$ cat src/rtl/mdu_consts.svh
`ifndef MDU_CONSTS_SVH
`define MDU_CONSTS_SVH

// ----------------------------------------------------------------------------
// datapath sizing
// ----------------------------------------------------------------------------

// one gpr word, hi and lo are each this wide
`define MDU_WORD_W      32

// multiplier pipeline depth, 2 to 4 all close timing
`define MDU_MUL_STAGES  3

// ----------------------------------------------------------------------------
// divider sizing
// ----------------------------------------------------------------------------

// one quotient bit per iteration
`define MDU_DIV_STEPS   `MDU_WORD_W
// step counter width
`define MDU_DIV_CNT_W   $clog2(`MDU_DIV_STEPS)

`endif
$ cat src/rtl/mdu_pkg.sv
package mdu_pkg;

    // ------------------------------------------------------------------------
    // operation codes from the core decoder
    // ------------------------------------------------------------------------
    typedef enum logic [3:0] {
        op_mult  = 4'd0,   // signed hi:lo = a * b
        op_multu = 4'd1,   // unsigned product
        op_madd  = 4'd2,   // hi:lo += a * b, signed
        op_maddu = 4'd3,
        op_msub  = 4'd4,   // hi:lo -= a * b, signed
        op_msubu = 4'd5,
        op_div   = 4'd6,   // lo = quotient, hi = remainder
        op_divu  = 4'd7,
        op_mthi  = 4'd8,   // hi = a
        op_mtlo  = 4'd9,   // lo = a
        op_nop   = 4'd15   // nothing to do
    } mdu_op_e;

    // ------------------------------------------------------------------------
    // per-half write enable for the hi/lo pair
    // ------------------------------------------------------------------------
    typedef struct packed {
        logic hi;   // upper word / remainder
        logic lo;   // lower word / quotient
    } hilo_we_t;

endpackage

$ cat src/rtl/mdu_top.sv
`timescale 1ns/1ns
`include "mdu_consts.svh"

module mdu_top (
    input  logic                   clk_i,
    input  logic                   arst_n_i,
    input  logic                   req_i,      // held until accept_o
    input  mdu_pkg::mdu_op_e       op_i,
    input  logic [`MDU_WORD_W-1:0] opa_i,      // dividend / move source
    input  logic [`MDU_WORD_W-1:0] opb_i,      // divisor
    input  logic                   cancel_i,   // flush all in flight
    output logic                   accept_o,
    output logic                   done_o,     // hi/lo written this cycle
    output logic [`MDU_WORD_W-1:0] hi_o,
    output logic [`MDU_WORD_W-1:0] lo_o
);
    mdu_pkg::hilo_we_t            hilo_we;
    logic [2*`MDU_WORD_W-1:0]     hilo_wdata;

    // ------------------------------------------------------------------------
    // arithmetic, reads hi:lo back for accumulate
    // ------------------------------------------------------------------------
    multi_divide_unit u_mdu (
        .clk_i        (clk_i),
        .arst_n_i     (arst_n_i),
        .req_i        (req_i),
        .op_i         (op_i),
        .opa_i        (opa_i),
        .opb_i        (opb_i),
        .cancel_i     (cancel_i),
        .hilo_i       ({hi_o, lo_o}),
        .accept_o     (accept_o),
        .done_o       (done_o),
        .hilo_we_o    (hilo_we),
        .hilo_wdata_o (hilo_wdata)
    );

    // result registers
    hilo_regs u_hilo (
        .clk_i    (clk_i),
        .arst_n_i (arst_n_i),
        .we_i     (hilo_we),
        .wdata_i  (hilo_wdata),
        .hi_o     (hi_o),
        .lo_o     (lo_o)
    );

endmodule

$ cat src/rtl/hilo_regs.sv
`timescale 1ns/1ns
`include "mdu_consts.svh"

module hilo_regs (
    input  logic                     clk_i,
    input  logic                     arst_n_i,
    input  mdu_pkg::hilo_we_t        we_i,
    input  logic [2*`MDU_WORD_W-1:0] wdata_i,   // {hi, lo}
    output logic [`MDU_WORD_W-1:0]   hi_o,
    output logic [`MDU_WORD_W-1:0]   lo_o
);
    localparam int W = `MDU_WORD_W;

    // ------------------------------------------------------------------------
    // architectural hi/lo, both start at zero
    // ------------------------------------------------------------------------
    always_ff @(posedge clk_i or negedge arst_n_i) begin
        if (!arst_n_i) begin
            hi_o <= '0;
        end else if (we_i.hi) begin
            hi_o <= wdata_i[2*W-1:W];   // remainder or upper product
        end
    end

    always_ff @(posedge clk_i or negedge arst_n_i) begin
        if (!arst_n_i) begin
            lo_o <= '0;
        end else if (we_i.lo) begin
            lo_o <= wdata_i[W-1:0];     // quotient or lower product
        end
    end

endmodule

$ cat src/rtl/multi_divide_unit.sv
`timescale 1ns/1ns
`include "mdu_consts.svh"

module multi_divide_unit (
    input  logic                     clk_i,
    input  logic                     arst_n_i,
    input  logic                     req_i,
    input  mdu_pkg::mdu_op_e         op_i,
    input  logic [`MDU_WORD_W-1:0]   opa_i,
    input  logic [`MDU_WORD_W-1:0]   opb_i,
    input  logic                     cancel_i,
    input  logic [2*`MDU_WORD_W-1:0] hilo_i,
    output logic                     accept_o,
    output logic                     done_o,
    output mdu_pkg::hilo_we_t        hilo_we_o,
    output logic [2*`MDU_WORD_W-1:0] hilo_wdata_o
);
    localparam int W = `MDU_WORD_W;

    logic is_mul, is_acc, is_sub, is_div, is_mv, is_signed;
    logic take;                        // request accepted this cycle
    logic mul_valid, mul_res_valid, mul_busy;
    logic [2*W-1:0] mul_res;
    logic div_start, div_busy, div_res_valid;
    logic [W-1:0] quotient, remainder;
    logic mv_q;                        // move waiting to write
    logic mv_hi_q;                     // mthi rather than mtlo
    logic [W-1:0] mv_word_q;
    logic mv_valid;

    // ------------------------------------------------------------------------
    // decode
    // ------------------------------------------------------------------------
    assign is_acc = op_i inside {mdu_pkg::op_madd, mdu_pkg::op_maddu,
                                 mdu_pkg::op_msub, mdu_pkg::op_msubu};
    assign is_sub = op_i inside {mdu_pkg::op_msub, mdu_pkg::op_msubu};
    assign is_mul = is_acc || (op_i inside {mdu_pkg::op_mult, mdu_pkg::op_multu});
    assign is_div = op_i inside {mdu_pkg::op_div, mdu_pkg::op_divu};
    assign is_mv  = op_i inside {mdu_pkg::op_mthi, mdu_pkg::op_mtlo};
    assign is_signed = op_i inside {mdu_pkg::op_mult, mdu_pkg::op_madd,
                                    mdu_pkg::op_msub, mdu_pkg::op_div};

    // interlock, plain multiplies may overlap each other only
    assign accept_o = !cancel_i && !div_busy && !(is_div && mul_busy) &&
                      !((is_acc || is_mv) && (mul_busy || mv_q));
    assign take      = req_i && accept_o;
    assign mul_valid = take && is_mul;
    assign div_start = take && is_div;

    mdu_multiplier u_mul (
        .clk_i(clk_i), .arst_n_i(arst_n_i), .valid_i(mul_valid), .signed_i(is_signed),
        .accum_i(is_acc), .subtract_i(is_sub), .cancel_i(cancel_i), .opa_i(opa_i),
        .opb_i(opb_i), .hilo_i(hilo_i), .valid_o(mul_res_valid), .busy_o(mul_busy),
        .res_o(mul_res)
    );

    mdu_divider u_div (
        .clk_i(clk_i), .arst_n_i(arst_n_i), .start_i(div_start), .signed_i(is_signed),
        .cancel_i(cancel_i), .dividend_i(opa_i), .divisor_i(opb_i), .busy_o(div_busy),
        .valid_o(div_res_valid), .quotient_o(quotient), .remainder_o(remainder)
    );

    // moves land one cycle after acceptance
    always_ff @(posedge clk_i or negedge arst_n_i) begin
        if (!arst_n_i) begin
            mv_q <= 1'b0;
        end else begin
            mv_q <= take && is_mv;
        end
    end

    always_ff @(posedge clk_i) begin
        if (take && is_mv) begin
            mv_hi_q   <= (op_i == mdu_pkg::op_mthi);
            mv_word_q <= opa_i;
        end
    end

    assign mv_valid = mv_q && !cancel_i;

    // ------------------------------------------------------------------------
    // hi/lo write select, at most one source per cycle
    // ------------------------------------------------------------------------
    always_comb begin
        hilo_we_o    = '0;
        hilo_wdata_o = {mv_word_q, mv_word_q};   // move word on both halves
        if (div_res_valid) begin
            hilo_we_o    = '1;
            hilo_wdata_o = {remainder, quotient};
        end else if (mul_res_valid) begin
            hilo_we_o    = '1;
            hilo_wdata_o = mul_res;
        end else if (mv_valid) begin
            hilo_we_o.hi = mv_hi_q;
            hilo_we_o.lo = !mv_hi_q;
        end
    end

    assign done_o = div_res_valid || mul_res_valid || mv_valid;

endmodule

$ cat src/rtl/mdu_divider.sv
`timescale 1ns/1ns
`include "mdu_consts.svh"

module mdu_divider (
    input  logic                   clk_i,
    input  logic                   arst_n_i,
    input  logic                   start_i,      // operands accepted this cycle
    input  logic                   signed_i,
    input  logic                   cancel_i,
    input  logic [`MDU_WORD_W-1:0] dividend_i,
    input  logic [`MDU_WORD_W-1:0] divisor_i,
    output logic                   busy_o,
    output logic                   valid_o,
    output logic [`MDU_WORD_W-1:0] quotient_o,
    output logic [`MDU_WORD_W-1:0] remainder_o
);
    localparam int W  = `MDU_WORD_W;
    localparam int CW = `MDU_DIV_CNT_W;

    logic          run_q;       // iterating
    logic          fix_q;       // sign fix cycle
    logic          valid_q;     // result cycle
    logic [CW-1:0] cnt_q;       // steps left minus one
    logic [W-1:0]  dvd_abs;
    logic [W-1:0]  dvs_abs;
    logic [W-1:0]  rem_q;       // partial remainder
    logic [W-1:0]  quo_q;       // dividend shifts out, quotient shifts in
    logic [W-1:0]  dvs_q;
    logic          neg_q_q;     // negate quotient at the end
    logic          neg_r_q;     // remainder follows the dividend sign
    logic [W:0]    rem_shift;
    logic [W:0]    trial;

    // ------------------------------------------------------------------------
    // control, counter runs W steps then one fix cycle
    // ------------------------------------------------------------------------
    always_ff @(posedge clk_i or negedge arst_n_i) begin
        if (!arst_n_i) begin
            run_q   <= 1'b0;
            fix_q   <= 1'b0;
            valid_q <= 1'b0;
            cnt_q   <= '0;
        end else if (cancel_i) begin
            run_q   <= 1'b0;                       // drop the division
            fix_q   <= 1'b0;
            valid_q <= 1'b0;
        end else begin
            valid_q <= fix_q;
            fix_q   <= run_q && (cnt_q == '0);
            if (start_i) begin
                run_q <= 1'b1;
                cnt_q <= CW'(`MDU_DIV_STEPS - 1);
            end else if (run_q) begin
                cnt_q <= cnt_q - 1'b1;
                if (cnt_q == '0) begin
                    run_q <= 1'b0;                 // last step done
                end
            end
        end
    end

    // magnitudes taken in the accept cycle
    assign dvd_abs = (signed_i && dividend_i[W-1]) ? -dividend_i : dividend_i;
    assign dvs_abs = (signed_i && divisor_i[W-1]) ? -divisor_i : divisor_i;

    // restoring step, trial subtract on one extra bit
    assign rem_shift = {rem_q, quo_q[W-1]};
    assign trial     = rem_shift - {1'b0, dvs_q};

    // ------------------------------------------------------------------------
    // datapath
    // ------------------------------------------------------------------------
    always_ff @(posedge clk_i) begin
        if (start_i) begin
            rem_q   <= '0;
            quo_q   <= dvd_abs;
            dvs_q   <= dvs_abs;
            neg_q_q <= signed_i & (dividend_i[W-1] ^ divisor_i[W-1]);
            neg_r_q <= signed_i & dividend_i[W-1];
        end else if (run_q) begin
            if (!trial[W]) begin
                rem_q <= trial[W-1:0];             // fits, keep the difference
                quo_q <= {quo_q[W-2:0], 1'b1};
            end else begin
                rem_q <= rem_shift[W-1:0];         // restore
                quo_q <= {quo_q[W-2:0], 1'b0};
            end
        end
        if (fix_q) begin
            quotient_o  <= neg_q_q ? -quo_q : quo_q;
            remainder_o <= neg_r_q ? -rem_q : rem_q;
        end
    end

    // zero divisor needs no special case, every trial fits
    assign busy_o  = run_q | fix_q | valid_q;
    assign valid_o = valid_q & ~cancel_i;

endmodule

$ cat src/rtl/mdu_multiplier.sv
`timescale 1ns/1ns
`include "mdu_consts.svh"

module mdu_multiplier (
    input  logic                     clk_i,
    input  logic                     arst_n_i,
    input  logic                     valid_i,     // operands accepted this cycle
    input  logic                     signed_i,
    input  logic                     accum_i,     // madd / msub family
    input  logic                     subtract_i,  // msub when set with accum_i
    input  logic                     cancel_i,
    input  logic [`MDU_WORD_W-1:0]   opa_i,
    input  logic [`MDU_WORD_W-1:0]   opb_i,
    input  logic [2*`MDU_WORD_W-1:0] hilo_i,      // current hi:lo for accumulate
    output logic                     valid_o,
    output logic                     busy_o,
    output logic [2*`MDU_WORD_W-1:0] res_o
);
    localparam int W = `MDU_WORD_W;
    localparam int N = `MDU_MUL_STAGES;

    logic signed [W:0]     opa_ext;    // sign or zero extended by one bit
    logic signed [W:0]     opb_ext;
    logic signed [2*W+1:0] prod_full;
    logic [N-1:0]          vld_q;      // one valid per stage
    logic [N-1:0]          acc_q;
    logic [N-1:0]          sub_q;
    logic [2*W-1:0]        prod_q [N];
    logic [2*W-1:0]        prod_last;

    // extend so one signed multiplier covers mult and multu
    assign opa_ext   = {signed_i & opa_i[W-1], opa_i};
    assign opb_ext   = {signed_i & opb_i[W-1], opb_i};
    assign prod_full = opa_ext * opb_ext;

    // ------------------------------------------------------------------------
    // stage valid bits
    // ------------------------------------------------------------------------
    always_ff @(posedge clk_i or negedge arst_n_i) begin
        if (!arst_n_i) begin
            vld_q <= '0;
        end else if (cancel_i) begin
            vld_q <= '0;                          // flush everything in flight
        end else begin
            vld_q <= {vld_q[N-2:0], valid_i};
        end
    end

    // product formed in stage 0, then only carried
    always_ff @(posedge clk_i) begin
        prod_q[0] <= prod_full[2*W-1:0];
        acc_q[0]  <= accum_i;
        sub_q[0]  <= subtract_i;
        for (int i = 1; i < N; i++) begin
            prod_q[i] <= prod_q[i-1];
            acc_q[i]  <= acc_q[i-1];
            sub_q[i]  <= sub_q[i-1];
        end
    end

    // ------------------------------------------------------------------------
    // last stage, optional accumulate onto hi:lo
    // ------------------------------------------------------------------------
    assign prod_last = prod_q[N-1];

    always_comb begin
        if (acc_q[N-1] && sub_q[N-1]) begin
            res_o = hilo_i - prod_last;             // msub
        end else if (acc_q[N-1]) begin
            res_o = hilo_i + prod_last;             // madd
        end else begin
            res_o = prod_last;                      // plain product
        end
    end

    assign valid_o = vld_q[N-1] & ~cancel_i;  // a cancelled result never writes
    assign busy_o  = |vld_q;

endmodule

$ cat config.mk
export PLATFORM = sky130hd
export DESIGN_NAME = mdu_top
export DESIGN_NICKNAME = d
export VERILOG_FILES = /design/src/rtl/mdu_pkg.sv /design/src/rtl/mdu_top.sv /design/src/rtl/hilo_regs.sv /design/src/rtl/multi_divide_unit.sv /design/src/rtl/mdu_divider.sv /design/src/rtl/mdu_multiplier.sv
export VERILOG_INCLUDE_DIRS = /design/src /design/src/rtl
export SDC_FILE = /design/constraint.sdc
export NUM_CORES = 2
export LEC_CHECK = 0
export BUFFER_PORTS_ARGS = -buffer_cell sky130_fd_sc_hd__buf_4
export CAP_MARGIN = 5
export CORE_MARGIN = 2
export CORE_UTILIZATION = 25
export DETAILED_ROUTE_END_ITERATION = 16
export MAX_ROUTING_LAYER = met4
export PLACE_DENSITY = 0.38
export SETUP_SLACK_MARGIN = 0.3
export SLEW_MARGIN = 10
export SYNTH_ARGS = -nofsm -noshare
export SYNTH_HDL_FRONTEND = slang
export SYNTH_SLANG_ARGS = --single-unit
export TNS_END_PERCENT = 20
$ cat constraint.sdc
create_clock -name clk_i -period 4.1 [get_ports clk_i]
set_input_delay 0.205 -clock clk_i [delete_from_list [all_inputs] [get_ports clk_i]]
set_output_delay 0.205 -clock clk_i [all_outputs]
set_load 0.01 [all_outputs]
==> results.md <==
* Status: finished with violations
* Failing checks: setup timing
* Detailed Route WL at 253500 um
* Die Area at 264200 um^2
* Die width at 514.0 um
* Hold_ws at 43.56 ps
* Rows at 187
* Post-synth cell types at 82
* Cell with the most instances after synthesis: inv_1
* Num CTS Buffers at 49
* Synth Register Bits at 469
* Worst slew margin at 2.186%
* Post-synthesis xor/xnor area fraction at 3.785%
* R2R setup slack at 280 ps
* Synth Area in Compound Gates at 11.27%
* Min-Delay Path Class: primary input to flip-flop
* Post-route ant nets at 0
* Iteration-0 DRC Markers at 2823
* Total track usage at 19.74%
* Worst endpoint data arrival time at 7720 ps
* Max stage delay on crit path at 590 ps
* Largest net degree at the start of global routing at 88
* Clock tree sinks at 469
* CTS H-tree lvls at 2
* Initial Utilization at 25.08%
* Die Height at 514.0 um
* Global-route congestion overflow total at 0
* Post-synthesis adder-cell area fraction at 41.98%
* Simple-gate portion of the synthesized area at 15.06%
* Number of synthesized flops with an enable pin at 163
* Netlist Area Pre-Place at 65030 um^2
* WL/cell at 22.27 um
* FFs w/ async S/R, synth at 16.20%
* Hold Path Cell Cnt at 3
* Max-Cap Viols at 0
* Number of port buffers at 137
* CTS tree: done
* Post-synthesis cell count at 7228
* DP Wirelength at 213300 um
* Via/cell ratio at 4.587
* Total Nets Final at 9510
* GP Congestion at 0.9050
* Worst r2r src: u_hilo.lo_o[9]
* Worst clock skew at 48.13 ps
* Share of layout cells above drive strength 1 at 19.43%
* Clock Latency Late Sink at 630 ps
* Slew @ Worst Pin at 1452 ps
* Via count at 52220
* Vias in the first global route at 56090
* Tcrit/Tclk final at 175.8%
* Final hold violations at 0
* Slowest cell on the critical path: fa_2
* First-pass GRT wire length at 379700 um
* Slew Viols, Final at 0
* Maximum buffer depth of the clock tree at 3
* Minimum clock period at 7210 ps
* Hold Crit Endpoint: u_mdu.u_div.dvs_q[3]
* Worst reg2reg endpoint: u_hilo.hi_o[31]
* Area grow syn2layout at 25.01%
* F_max at 138.7 MHz
* Synth cell count leaders: 1311 x inv_1, 1128 x fa_1, 965 x nand2_1
* Kind of critical path: primary input to flip-flop
* Crit path capture type: flip-flop
* Clk root buf: clkbuf_16
* Post-synthesis sequential area ratio at 17.53%
* Initial antenna violation count at 15
* Most frequent cell on the critical path: fa_1
* Yosys warns at 0
* Largest family of logic cells by synthesized area: adder cells
* Top FF cell, synth: dfxtp_1
* Endpoints failing setup at 55
* IO Pins at 138
* Synth Area per Inst at 8.997 um^2
* Core area at 259200 um^2
* Cell taking the most area after synthesis: fa_1
* Post-synthesis mux area share at 0.3771%
* Hold wc startpoint: opb_i[3]
* Crit-path max FO at 6
* Top post-synthesis cells by area: fa_1 35%, inv_1 7.6%, edfxtp_1 7.5%
* Reg2reg path depth at 16
* Final core utilization at 31.36%
* Net Count, Synth at 8805
* Post-synth top area share at 34.73%
* Drc violations at 0
* 1st-pass router iterations at 8
* RSZ-0062 raised after global routing: true
* CP Launch Type: primary input
* Worst EP required at 4610 ps
* Clock-pin slew on the worst setup and hold paths at 70 ps
* PnR worst setup slack at -3110 ps
-- repair_timing --
item	in CTS	in global routing
pin swaps	169	152
hold buffers	15	0
resized for setup	338	252
cloned	5	1
hold endpoints to repair	47	0
endpoints found under the setup margin	93	121
buffers inserted	58	26
-- per-stage QoR --
stage	worst slack (ps)	area, um^2	cells	TNS, ps
after global routing	-3319	81280	11380	-130900
after global placement	-3878	75970	11180	-171410
after CTS	-3016	79910	11350	-118100
after detailed placement	-3931	75970	11180	-171110
final	-3110	81290	11390	-120400
after floorplan	-3876	65690	7228	-151920
-- critical path: cells and delay by family --
| family | cells | cell delay [ps] |
|---|---|---|
| AO/OA/AOI/OAI | 8 | 1230 |
| AND/OR/NAND/NOR | 5 | 480 |
| adder cells (fa/ha/maj) | 9 | 4340 |
| XOR/XNOR | 1 | 110 |
| buffers and inverters | 10 | 1320 |
-- worst max-delay path by stage --
stage | startpoint | end | slack (ps) | cells past startpoint
2_1_floorplan | op_i[3] | u_mdu.u_mul.prod_q[0][63] | -3880 | 30
3_3_place_gp | op_i[3] | u_mdu.u_mul.prod_q[0][62] | -3880 | 30
3_5_place_dp | op_i[3] | u_mdu.u_mul.prod_q[0][62] | -3930 | 30
4_1_cts | op_i[3] | u_mdu.u_mul.prod_q[0][63] | -3020 | 30
5_1_grt | op_i[0] | u_mdu.u_mul.prod_q[0][57] | -3320 | 35
6_report | op_i[0] | u_mdu.u_mul.prod_q[0][57] | -3110 | 33
-- state kept, by name, indices dropped and copies added (netlist names), 3 cells and up --
name / flops
u_hilo.hi_o: 32
u_hilo.lo_o: 32
u_mdu.mv_word_q: 32
u_mdu.u_div.cnt_q: 5
u_mdu.u_div.dvs_q: 32
u_mdu.u_div.quo_q: 32
u_mdu.u_div.quotient_o: 32
u_mdu.u_div.rem_q: 32
u_mdu.u_div.remainder_o: 32
u_mdu.u_mul.acc_q: 3
u_mdu.u_mul.prod_q: 192
u_mdu.u_mul.sub_q: 3
u_mdu.u_mul.vld_q: 3
-- layout by cell type (no fill, tap or decap), types with 81 or more instances in the layout --
cell type / instances
ha_1: 335
edfxtp_1: 163
nand2_1: 946
o21ai_0: 214
buf_6: 81
fa_1: 1083
a21oi_1: 295
nor2_1: 264
xnor2_1: 197
buf_4: 865
dfxtp_1: 213
and2_1: 369
a21o_1: 84
inv_1: 1276
-- layer usage --
layer / vias to the layer above / global-route usage, % / wire length, um / part of all wire (%)
met2: 958 / 30.86 / 114300 / 45
met1: 26860 / 27.88 / 123400 / 49
met5: - / - / 0 / 0
met3: 205 / 1.297 / 8743 / 3.4
li1: 24200 / - / - / -
met4: 0 / 4.623 / 7091 / 2.8
-- layout make-up --
class | instances | area (um^2)
multi-input combinational | 5027 | 49160
sequential | 469 | 11440
clock buffer | 62 | 1399
timing repair buffer | 1075 | 9793
antenna | 10 | 25.02
inverter | 1311 | 4946
tap | 3402 | 4257
fill | 27370 | 178000
clock inverter | 30 | 265.3
-- kinds of logic (layout without fill, tap and decap cells) --
kind of cell    after synthesis  count (layout)
compound gates             1140            1140
xor+xnor                    281             281
flops                       469             469
mux                          24              24
buf+inv                    1732            2478
other cells                   0              10
simple gates               2077            2077
fa+ha+maj                  1505            1505
Power is left out: the tool's default activity adds up to more than one toggle a clock period on the data nets, which glitch-free logic cannot reach.
